`src/rtl/board_pkg.sv`:
```
package board_pkg;

    // camera reset hold after core reset release, in core_clk cycles
    localparam logic [31:0] RESET_HOLD_CYCLES = 32'd10000;

    // led toggle threshold, shortened so simulation can see several periods
    localparam logic [31:0] HEARTBEAT_CYCLES  = 32'd2000;

    localparam int          HB_CNT_W          = 16;  // heartbeat counter width

endpackage

```
`src/rtl/video_pkg.sv`:
```
package video_pkg;

    localparam int CAM_BYTE_W = 8;   // sensor parallel bus
    localparam int PIX565_W   = 16;
    localparam int PIX888_W   = 24;
    localparam int LANE888_W  = 8;   // one colour lane of rgb888

    // rgb565 field widths
    localparam int R565_W     = 5;
    localparam int G565_W     = 6;
    localparam int B565_W     = 5;

    // rgb565 field positions, red on top
    localparam int B565_LSB   = 0;
    localparam int G565_LSB   = B565_LSB + B565_W;
    localparam int R565_LSB   = G565_LSB + G565_W;

    localparam int NUM_CAMS   = 2;   // camera inputs on the board

    typedef logic [CAM_BYTE_W-1:0] cam_byte_t;
    typedef logic [PIX565_W-1:0]   rgb565_t;
    typedef logic [PIX888_W-1:0]   rgb888_t;

endpackage

```
`src/rtl/power_on_reset.sv`:
```
`timescale 1ns/10ps

module power_on_reset
    import board_pkg::*;
(
    input  logic core_clk,
    input  logic rst_i,
    output logic cam_rstn_o     // low keeps both sensors in reset
);

    logic [31:0] hold_cnt;
    logic        hold_done;

    assign hold_done = (hold_cnt == RESET_HOLD_CYCLES);

    // saturating delay counter
    always_ff @(posedge core_clk) begin
        if (rst_i) begin
            hold_cnt <= '0;
        end else if (!hold_done) begin
            hold_cnt <= hold_cnt + 32'd1;
        end
    end

    // registered reached flag, sticky until the next core reset
    always_ff @(posedge core_clk) begin
        if (rst_i) begin
            cam_rstn_o <= 1'b0;
        end else if (hold_done) begin
            cam_rstn_o <= 1'b1;
        end
    end

endmodule

```
`src/rtl/cmos_pixel_pack.sv`:
```
`timescale 1ns/10ps

module cmos_pixel_pack
    import video_pkg::*;
(
    input  logic      core_clk,
    input  logic      rst_i,
    input  logic      cam_rstn_i,     // sensor out of reset
    input  cam_byte_t cam_data_i,
    input  logic      cam_href_i,
    input  logic      cam_vsync_i,
    output rgb565_t   pix_o,
    output logic      pix_valid_o,    // one cycle per assembled pixel
    output logic      vsync_o
);

    cam_byte_t data_q;
    logic      href_q;
    logic      vsync_q;
    logic      byte_phase;            // set once the high byte is held
    cam_byte_t hi_byte;
    rgb565_t   pix_raw;

    // input capture register
    always_ff @(posedge core_clk) begin
        data_q <= cam_data_i;
    end

    always_ff @(posedge core_clk) begin
        if (rst_i) begin
            href_q  <= 1'b0;
            vsync_q <= 1'b0;
        end else begin
            href_q  <= cam_href_i;
            vsync_q <= cam_vsync_i;
        end
    end

    assign pix_raw = {hi_byte, data_q};   // high byte arrives first

    // byte phase, restarted by every low href
    always_ff @(posedge core_clk) begin
        if (rst_i || !cam_rstn_i) begin
            byte_phase  <= 1'b0;
            pix_valid_o <= 1'b0;
        end else begin
            pix_valid_o <= 1'b0;
            if (!href_q) begin
                byte_phase <= 1'b0;        // drops a lone trailing byte
            end else begin
                byte_phase  <= ~byte_phase;
                pix_valid_o <= byte_phase;
            end
        end
    end

    always_ff @(posedge core_clk) begin
        if (href_q && !byte_phase) begin
            hi_byte <= data_q;
        end
        if (href_q && byte_phase) begin
            // sensor sends the colour fields in reverse order, swap outer fields
            pix_o <= {pix_raw[B565_LSB +: B565_W],
                      pix_raw[G565_LSB +: G565_W],
                      pix_raw[R565_LSB +: R565_W]};
        end
    end

    assign vsync_o = vsync_q;

endmodule

```
`src/rtl/video_out_mux.sv`:
```
`timescale 1ns/10ps

module video_out_mux
    import video_pkg::*;
(
    input  logic    core_clk,
    input  logic    rst_i,
    input  logic    sel_i,        // 0 camera 1, 1 camera 2
    input  rgb565_t pix1_i,
    input  rgb565_t pix2_i,
    input  logic    valid1_i,
    input  logic    valid2_i,
    input  logic    vsync1_i,
    input  logic    vsync2_i,
    output rgb888_t rgb_o,
    output logic    de_o,
    output logic    vs_o
);

    rgb565_t             pix_arr [NUM_CAMS];
    logic [NUM_CAMS-1:0] valid_vec;
    logic [NUM_CAMS-1:0] vsync_vec;
    rgb565_t             pix_sel;
    logic [R565_W-1:0]   red5;
    logic [G565_W-1:0]   grn6;
    logic [B565_W-1:0]   blu5;
    rgb888_t             rgb_wide;

    assign pix_arr[0] = pix1_i;
    assign pix_arr[1] = pix2_i;
    assign valid_vec  = {valid2_i, valid1_i};
    assign vsync_vec  = {vsync2_i, vsync1_i};

    assign pix_sel = pix_arr[sel_i];

    assign red5 = pix_sel[R565_LSB +: R565_W];
    assign grn6 = pix_sel[G565_LSB +: G565_W];
    assign blu5 = pix_sel[B565_LSB +: B565_W];

    // msb replication so full scale maps to 8'hff
    assign rgb_wide = {red5, red5[R565_W-1 -: LANE888_W-R565_W],
                       grn6, grn6[G565_W-1 -: LANE888_W-G565_W],
                       blu5, blu5[B565_W-1 -: LANE888_W-B565_W]};

    // display side output registers
    always_ff @(posedge core_clk) begin
        if (rst_i) begin
            de_o <= 1'b0;
            vs_o <= 1'b0;
        end else begin
            de_o <= valid_vec[sel_i];
            vs_o <= vsync_vec[sel_i];
        end
    end

    always_ff @(posedge core_clk) begin
        rgb_o <= rgb_wide;
    end

endmodule

```
`src/rtl/heartbeat_led.sv`:
```
`timescale 1ns/10ps

module heartbeat_led
    import board_pkg::*;
(
    input  logic core_clk,
    input  logic rst_i,
    input  logic run_i,       // cameras released
    output logic led_o
);

    logic [HB_CNT_W-1:0] hb_cnt;
    logic                hb_wrap;

    assign hb_wrap = (hb_cnt == HB_CNT_W'(HEARTBEAT_CYCLES));

    // period counter, wraps on the threshold itself
    always_ff @(posedge core_clk) begin
        if (rst_i || !run_i) begin
            hb_cnt <= '0;
        end else if (hb_wrap) begin
            hb_cnt <= '0;
        end else begin
            hb_cnt <= hb_cnt + 1'b1;
        end
    end

    always_ff @(posedge core_clk) begin
        if (rst_i || !run_i) begin
            led_o <= 1'b1;        // lit while waiting for the cameras
        end else if (hb_wrap) begin
            led_o <= ~led_o;
        end
    end

endmodule

```
`src/rtl/video_capture_top.sv`:
```
`timescale 1ns/10ps

module video_capture_top
    import video_pkg::*;
(
    input  logic      core_clk,
    input  logic      rst_i,
    // camera 1
    input  cam_byte_t cam1_data_i,
    input  logic      cam1_href_i,
    input  logic      cam1_vsync_i,
    // camera 2
    input  cam_byte_t cam2_data_i,
    input  logic      cam2_href_i,
    input  logic      cam2_vsync_i,
    input  logic      sel_i,          // display source select
    output logic      cam_rstn_o,     // shared sensor reset
    // video out
    output rgb888_t   rgb_o,
    output logic      de_o,
    output logic      vs_o,
    output logic      led_o           // status heartbeat
);

    rgb565_t pix1;
    rgb565_t pix2;
    logic    valid1;
    logic    valid2;
    logic    vsync1;
    logic    vsync2;

    power_on_reset u_por (
        .core_clk   (core_clk),
        .rst_i      (rst_i),
        .cam_rstn_o (cam_rstn_o)
    );

    cmos_pixel_pack u_cam1_pack (
        .core_clk    (core_clk),
        .rst_i       (rst_i),
        .cam_rstn_i  (cam_rstn_o),
        .cam_data_i  (cam1_data_i),
        .cam_href_i  (cam1_href_i),
        .cam_vsync_i (cam1_vsync_i),
        .pix_o       (pix1),
        .pix_valid_o (valid1),
        .vsync_o     (vsync1)
    );

    cmos_pixel_pack u_cam2_pack (
        .core_clk    (core_clk),
        .rst_i       (rst_i),
        .cam_rstn_i  (cam_rstn_o),
        .cam_data_i  (cam2_data_i),
        .cam_href_i  (cam2_href_i),
        .cam_vsync_i (cam2_vsync_i),
        .pix_o       (pix2),
        .pix_valid_o (valid2),
        .vsync_o     (vsync2)
    );

    video_out_mux u_out_mux (
        .core_clk (core_clk),
        .rst_i    (rst_i),
        .sel_i    (sel_i),
        .pix1_i   (pix1),
        .pix2_i   (pix2),
        .valid1_i (valid1),
        .valid2_i (valid2),
        .vsync1_i (vsync1),
        .vsync2_i (vsync2),
        .rgb_o    (rgb_o),
        .de_o     (de_o),
        .vs_o     (vs_o)
    );

    // led starts blinking once the sensors leave reset
    heartbeat_led u_heartbeat (
        .core_clk (core_clk),
        .rst_i    (rst_i),
        .run_i    (cam_rstn_o),
        .led_o    (led_o)
    );

endmodule

```
`config.mk`:
```
export PLATFORM = sky130hd
export DESIGN_NAME = video_capture_top
export DESIGN_NICKNAME = d
export VERILOG_FILES = /design/src/rtl/board_pkg.sv /design/src/rtl/video_pkg.sv /design/src/rtl/power_on_reset.sv /design/src/rtl/cmos_pixel_pack.sv /design/src/rtl/video_out_mux.sv /design/src/rtl/heartbeat_led.sv /design/src/rtl/video_capture_top.sv
export SDC_FILE = /design/constraint.sdc
export NUM_CORES = 1
export LEC_CHECK = 0
export BUFFER_PORTS_ARGS = -buffer_cell sky130_fd_sc_hd__buf_2
export CAP_MARGIN = 0
export CORE_MARGIN = 5
export CORE_UTILIZATION = 58
export CTS_CLUSTER_SIZE = 14
export DETAILED_ROUTE_END_ITERATION = 12
export PLACE_DENSITY = 0.8
export SLEW_MARGIN = 20
export SYNTH_ARGS = -nofsm -noshare
export SYNTH_HDL_FRONTEND = slang
export SYNTH_SLANG_ARGS = --single-unit
```
`constraint.sdc`:
```
create_clock -name core_clk -period 2.37 [get_ports core_clk]
set_clock_uncertainty 0.2 [all_clocks]
set_input_delay 0.1185 -clock core_clk [delete_from_list [all_inputs] [get_ports core_clk]]
set_output_delay 0.1185 -clock core_clk [all_outputs]
set_load 0.01 [all_outputs]
```
======== After elaboration in Yosys (flattened, before gate mapping) ========
Cells that the tools add are included.
Widths: inputs -> output; s select.
word-level totals
  register bits ........................... 148
  input port bits ......................... 23
  output and inout bits ................... 28
  logic and storage cells ................. 51
operators by class
  add/subtract/negate cells ............... 2
  order comparisons ....................... 2
  eq/ne operators ......................... 2
  mux-type cells .......................... 7
  bitwise operators ....................... 6
  reduce and logical (&&, ||, !) cells .... 11
operator list
  operator               number
  $mux 16                3
  $add 32x1->32 const B  1
  $eq 32x14->1 const B   1
  $add 16x1->16 const B  1
  $eq 16x11->1 const B   1
  $reduce_or 2->1        3
  $not 1->1              5
  $logic_and 1x1->1      4
  $mux 1                 4
  $logic_not 1->1        3
  $ge 2x2->1 const B     1
  $lt 1x2->1 const B     1
  $not 1->2              1
  $logic_or 1x1->1       1

======== Logic depth before layout (Yosys ltp) ========
  word-level depth ........................ 4
  mapped depth ............................ 7

======== Hierarchy ========
Synthesis repeated with hierarchy kept, for this count alone.
second synthesis, totals
  cell total of the unflattened synthesis .. 417
  area, all modules ....................... 5178.7 um2
by module, submodules not included
  module           instances  cells each  area an instance (um2)  sequential area each (um2)
  cmos_pixel_pack  2          42          1016.0                  960.9
  power_on_reset   1          199         1667.8                  660.6
  heartbeat_led    1          86          789.5                   340.3
  video_out_mux    1          48          689.4                   360.3

======== Worst setup path before layout ========
No wires, ideal clock.
  path kind ............................... register to register
  start point ............................. register u_por.hold_cnt[6]
  end point ............................... register u_por.hold_cnt[25]
  setup time .............................. 0.070 ns
  arrival ................................. 1.806 ns
  data required time ...................... 2.100 ns
  path slack .............................. 0.294 ns
  cell stages (with the launch flop) ...... 6
  path buffers ............................ 1
  period minus slack after synthesis ...... 2.076 ns
  path through ............................ dfxtp_1 -> nand4_2 -> or4_1 -> buf_2 -> or4_1 -> a21oi_1
on the way
  word-level cells in the longest chain between the ends .. 1
  elaborated cells between the ends (all ways) .. 2
  classes of those cells .................. add/sub (1); eq/ne (1)
RTL lines
  item                                           RTL line                                    RTL
  from (decl)                                    power_on_reset.sv:11                        logic [31:0] hold_cnt;
  from (signal assigned)                         power_on_reset.sv:21                        hold_cnt <= hold_cnt + 32'd1;
  $add 32x1->32 or $eq 32x14->1 (tied branches)  power_on_reset.sv:21, power_on_reset.sv:14
Several ways; a longest one is shown, not always the timed one.
A chain may end at the register's enable or synchronous reset.

======== Worst setup path after layout ========
  start point ............................. register u_por.hold_cnt[6]
  end point ............................... register u_por.hold_cnt[29]
Same word-level chain as after synthesis.

==> results.txt <==
io pins: 51
Max Cap Violations: 0
full die area: 10,600 µm²
Min-Delay Path Class: in2reg
clk sinks: 140
Most used DFF post-synth: dfxtp_1
die width: 103 µm
status: finished clean
storage element area: 3280 µm²
Final nets: 531
area grow syn2layout: 23.9%
max-slew violation count: 0
Peak Freq: 439 MHz
fillers: 547
register clock-pin slew on the reported worst setup and hold paths: 60 ps
first-pass GRT wire length: 16,100 µm
mean post-synth cell area: 12.1 µm²
CTS tree: yes
Final Setup Violations: 0
largest net degree at the start of global routing: 44
metal3 WL: 581 µm
H-tree depth: 4
most frequent cells after synthesis: dfxtp_1, edfxtp_1, a21oi_1, nor2_1, mux2_2
fin cells: 625
initial antenna violation count: 0
die extent in y: 103 µm
Ys Warns: 0
WL met1: 4260 µm
DRT antenna net count: 0
max_slew headroom: 0.683
pwr/cell area: 826 nW/µm²
metal2 WL: 4740 µm
row cnt: 34
Synth top area share: 0.366
Crit. End Element: flip-flop
Total GRT Usage: 0.198
crit path time final: 2280 ps
critical path fanouts, max: 19
Post-Syn Instances: 416
sequential area share after synthesis: 0.652
layout cells sized above 1: 0.224
Port Buf Inserts: 50
Fin. Hold Viols: 0
Post-synth EDFFs: 48
Lkg Pwr: 0.00224 µW
RSZ-0062 raised after global routing: no
Setup Buffers After CTS: 0
Pre-Repair DR Iteration Count: 5
Synth area leader: dfxtp_1
Routed WL per cell: 15.7 µm
routability cong.: 0.861
WHS Path Cells: 2
final core utilization: 0.726
core area: 8590 µm²
worst slew pin tran: 475 ps
detailed placement HPWL: 5760 µm
Root Driver: clkbuf_8
Fin Setup TNS: 0 ps
initial core utilization: 0.586
Post-Route WL: 9800 µm
initial DRC count: 271
synthesized area: 5030 µm²
Post-Place Cells: 567
Seq cells post-synth: 140
Worst EP required: 2610 ps
DR vias/cell: 5.57
asr flop ratio synth: 0
diode count: 0
synth unique cells: 31
vias: 3,482
top layer reached by signal wires: met4
top-count cell post-synth: dfxtp_1
critical path type: reg2reg
synth top area cells: dfxtp_1, edfxtp_1, mux2_2, a21oi_1, or4_1
Startpoint Class: flip-flop
Net Count, Synth: 443
total design power: 5150 µW
period utilisation layout: 0.961
vias in the first global route: 3,336
total gr overflow: 0
clock buffer depth: 2
R2R cell count: 5
multi-input combinational cell area: 1600 µm²
DR DRC count: 0
TritonCTS buffer count: 17
clk_lat worst skew: 510 ps
Peak VDD IR: 0.481 mV
CP arrival: 2520 ps
worst paths after layout:
kind         slack [ps]                     to                   start
max                  90     u_por.hold_cnt[29]       u_por.hold_cnt[6]
min                  40  u_cam1_pack.data_q[2]          cam1_data_i[2]
max reg2reg          90     u_por.hold_cnt[29]       u_por.hold_cnt[6]
min reg2reg         220   u_cam2_pack.pix_o[0]  u_cam2_pack.hi_byte[3]
stage by stage:
step	cell area (µm²)	setup WS, ps	hold slack (ps)
after floorplan	5030	294	-53.8
after global placement	5420	214	20.5
after detailed placement	5420	174	22.5
after CTS	6240	135	19.9
after global routing	6240	15.0	39.9
final	6240	93.1	44.6
flip-flops by register name (all words and copies together) (netlist names):
name,count
u_cam1_pack.byte_phase,1
u_cam1_pack.data_q,8
u_cam1_pack.hi_byte,8
u_cam1_pack.href_q,1
u_cam1_pack.pix_o,16
u_cam1_pack.pix_valid_o,1
u_cam1_pack.vsync_o,1
u_cam2_pack.byte_phase,1
u_cam2_pack.data_q,8
u_cam2_pack.hi_byte,8
u_cam2_pack.href_q,1
u_cam2_pack.pix_o,16
u_cam2_pack.pix_valid_o,1
u_cam2_pack.vsync_o,1
u_heartbeat.hb_cnt,16
u_heartbeat.led_o,1
u_out_mux.de_o,1
u_out_mux.rgb_o,16
u_out_mux.vs_o,1
u_por.cam_rstn_o,1
u_por.hold_cnt,32
power breakdown:
group / internal (µW) / switching [µW] / leakage [µW]
registers: 2520 / 19.0 / 0.00119
clock network: 1440 / 1040 / 0.000270
logic: 73.1 / 62.0 / 0.000782
final cells by class:
cell class | instances | area share
multi-input cells | 244 | 0.256
clock inverters | 14 | 0.0215
inverters | 10 | 0.00602
repair buffers | 91 | 0.0999
well taps | 108 | 0.0217
flip-flops and latches | 140 | 0.526
clock buffers | 18 | 0.0686
placed cells by master (no fill, tap or decap), types with 4 or more instances in the layout:
cell type,n
nand3_1,16
clkbuf_16,16
buf_2,50
nand2_1,16
and4_1,6
ha_1,4
or4_1,16
o21ai_0,10
xor2_1,10
buf_4,15
nand4_1,14
clkinv_4,4
dfxtp_1,92
xnor2_1,8
mux2_2,20
nor4b_1,4
or3_1,9
dlygate4sd3_1,26
nor4_1,11
edfxtp_1,48
and2_1,7
o31ai_1,15
a21oi_1,26
nor2b_1,12
nor3_1,5
and3_1,4
nor2_1,26
inv_6,4
inv_1,10
critical path, stage by stage (launching register included):
cell and delay [ps]:
dfxtp_1 460, nand4_2 130, or4_1 530, buf_4 200, or4_1 530, a21oi_1 160
cells by family (layout without fill, tap and decap cells):
family                     Yosys count  after routing  synth area share
xor gates and xnor gates            18             18            0.0313
and+or+nand+nor                    149            149             0.169
DFF                                140            140             0.652
adders and majority gates            4              4           0.00994
buffers and inverters               32            133            0.0303
muxes                               22             22            0.0487
AOI/OAI and AO/OA                   51             51            0.0582
per-layer routing:
metal,track usage,up-vias
li1,-,1707
met1,0.245,1639
met2,0.331,112
met3,0.0537,24
met4,0.0797,0
met5,0,-
what timing repair did:
item	CTS	global route
setup endpoints to repair	0	0
hold buffers	26	0
resized for setup	0	0
endpoints found under the hold margin	72	0
(Power assumes the default switching activity.)
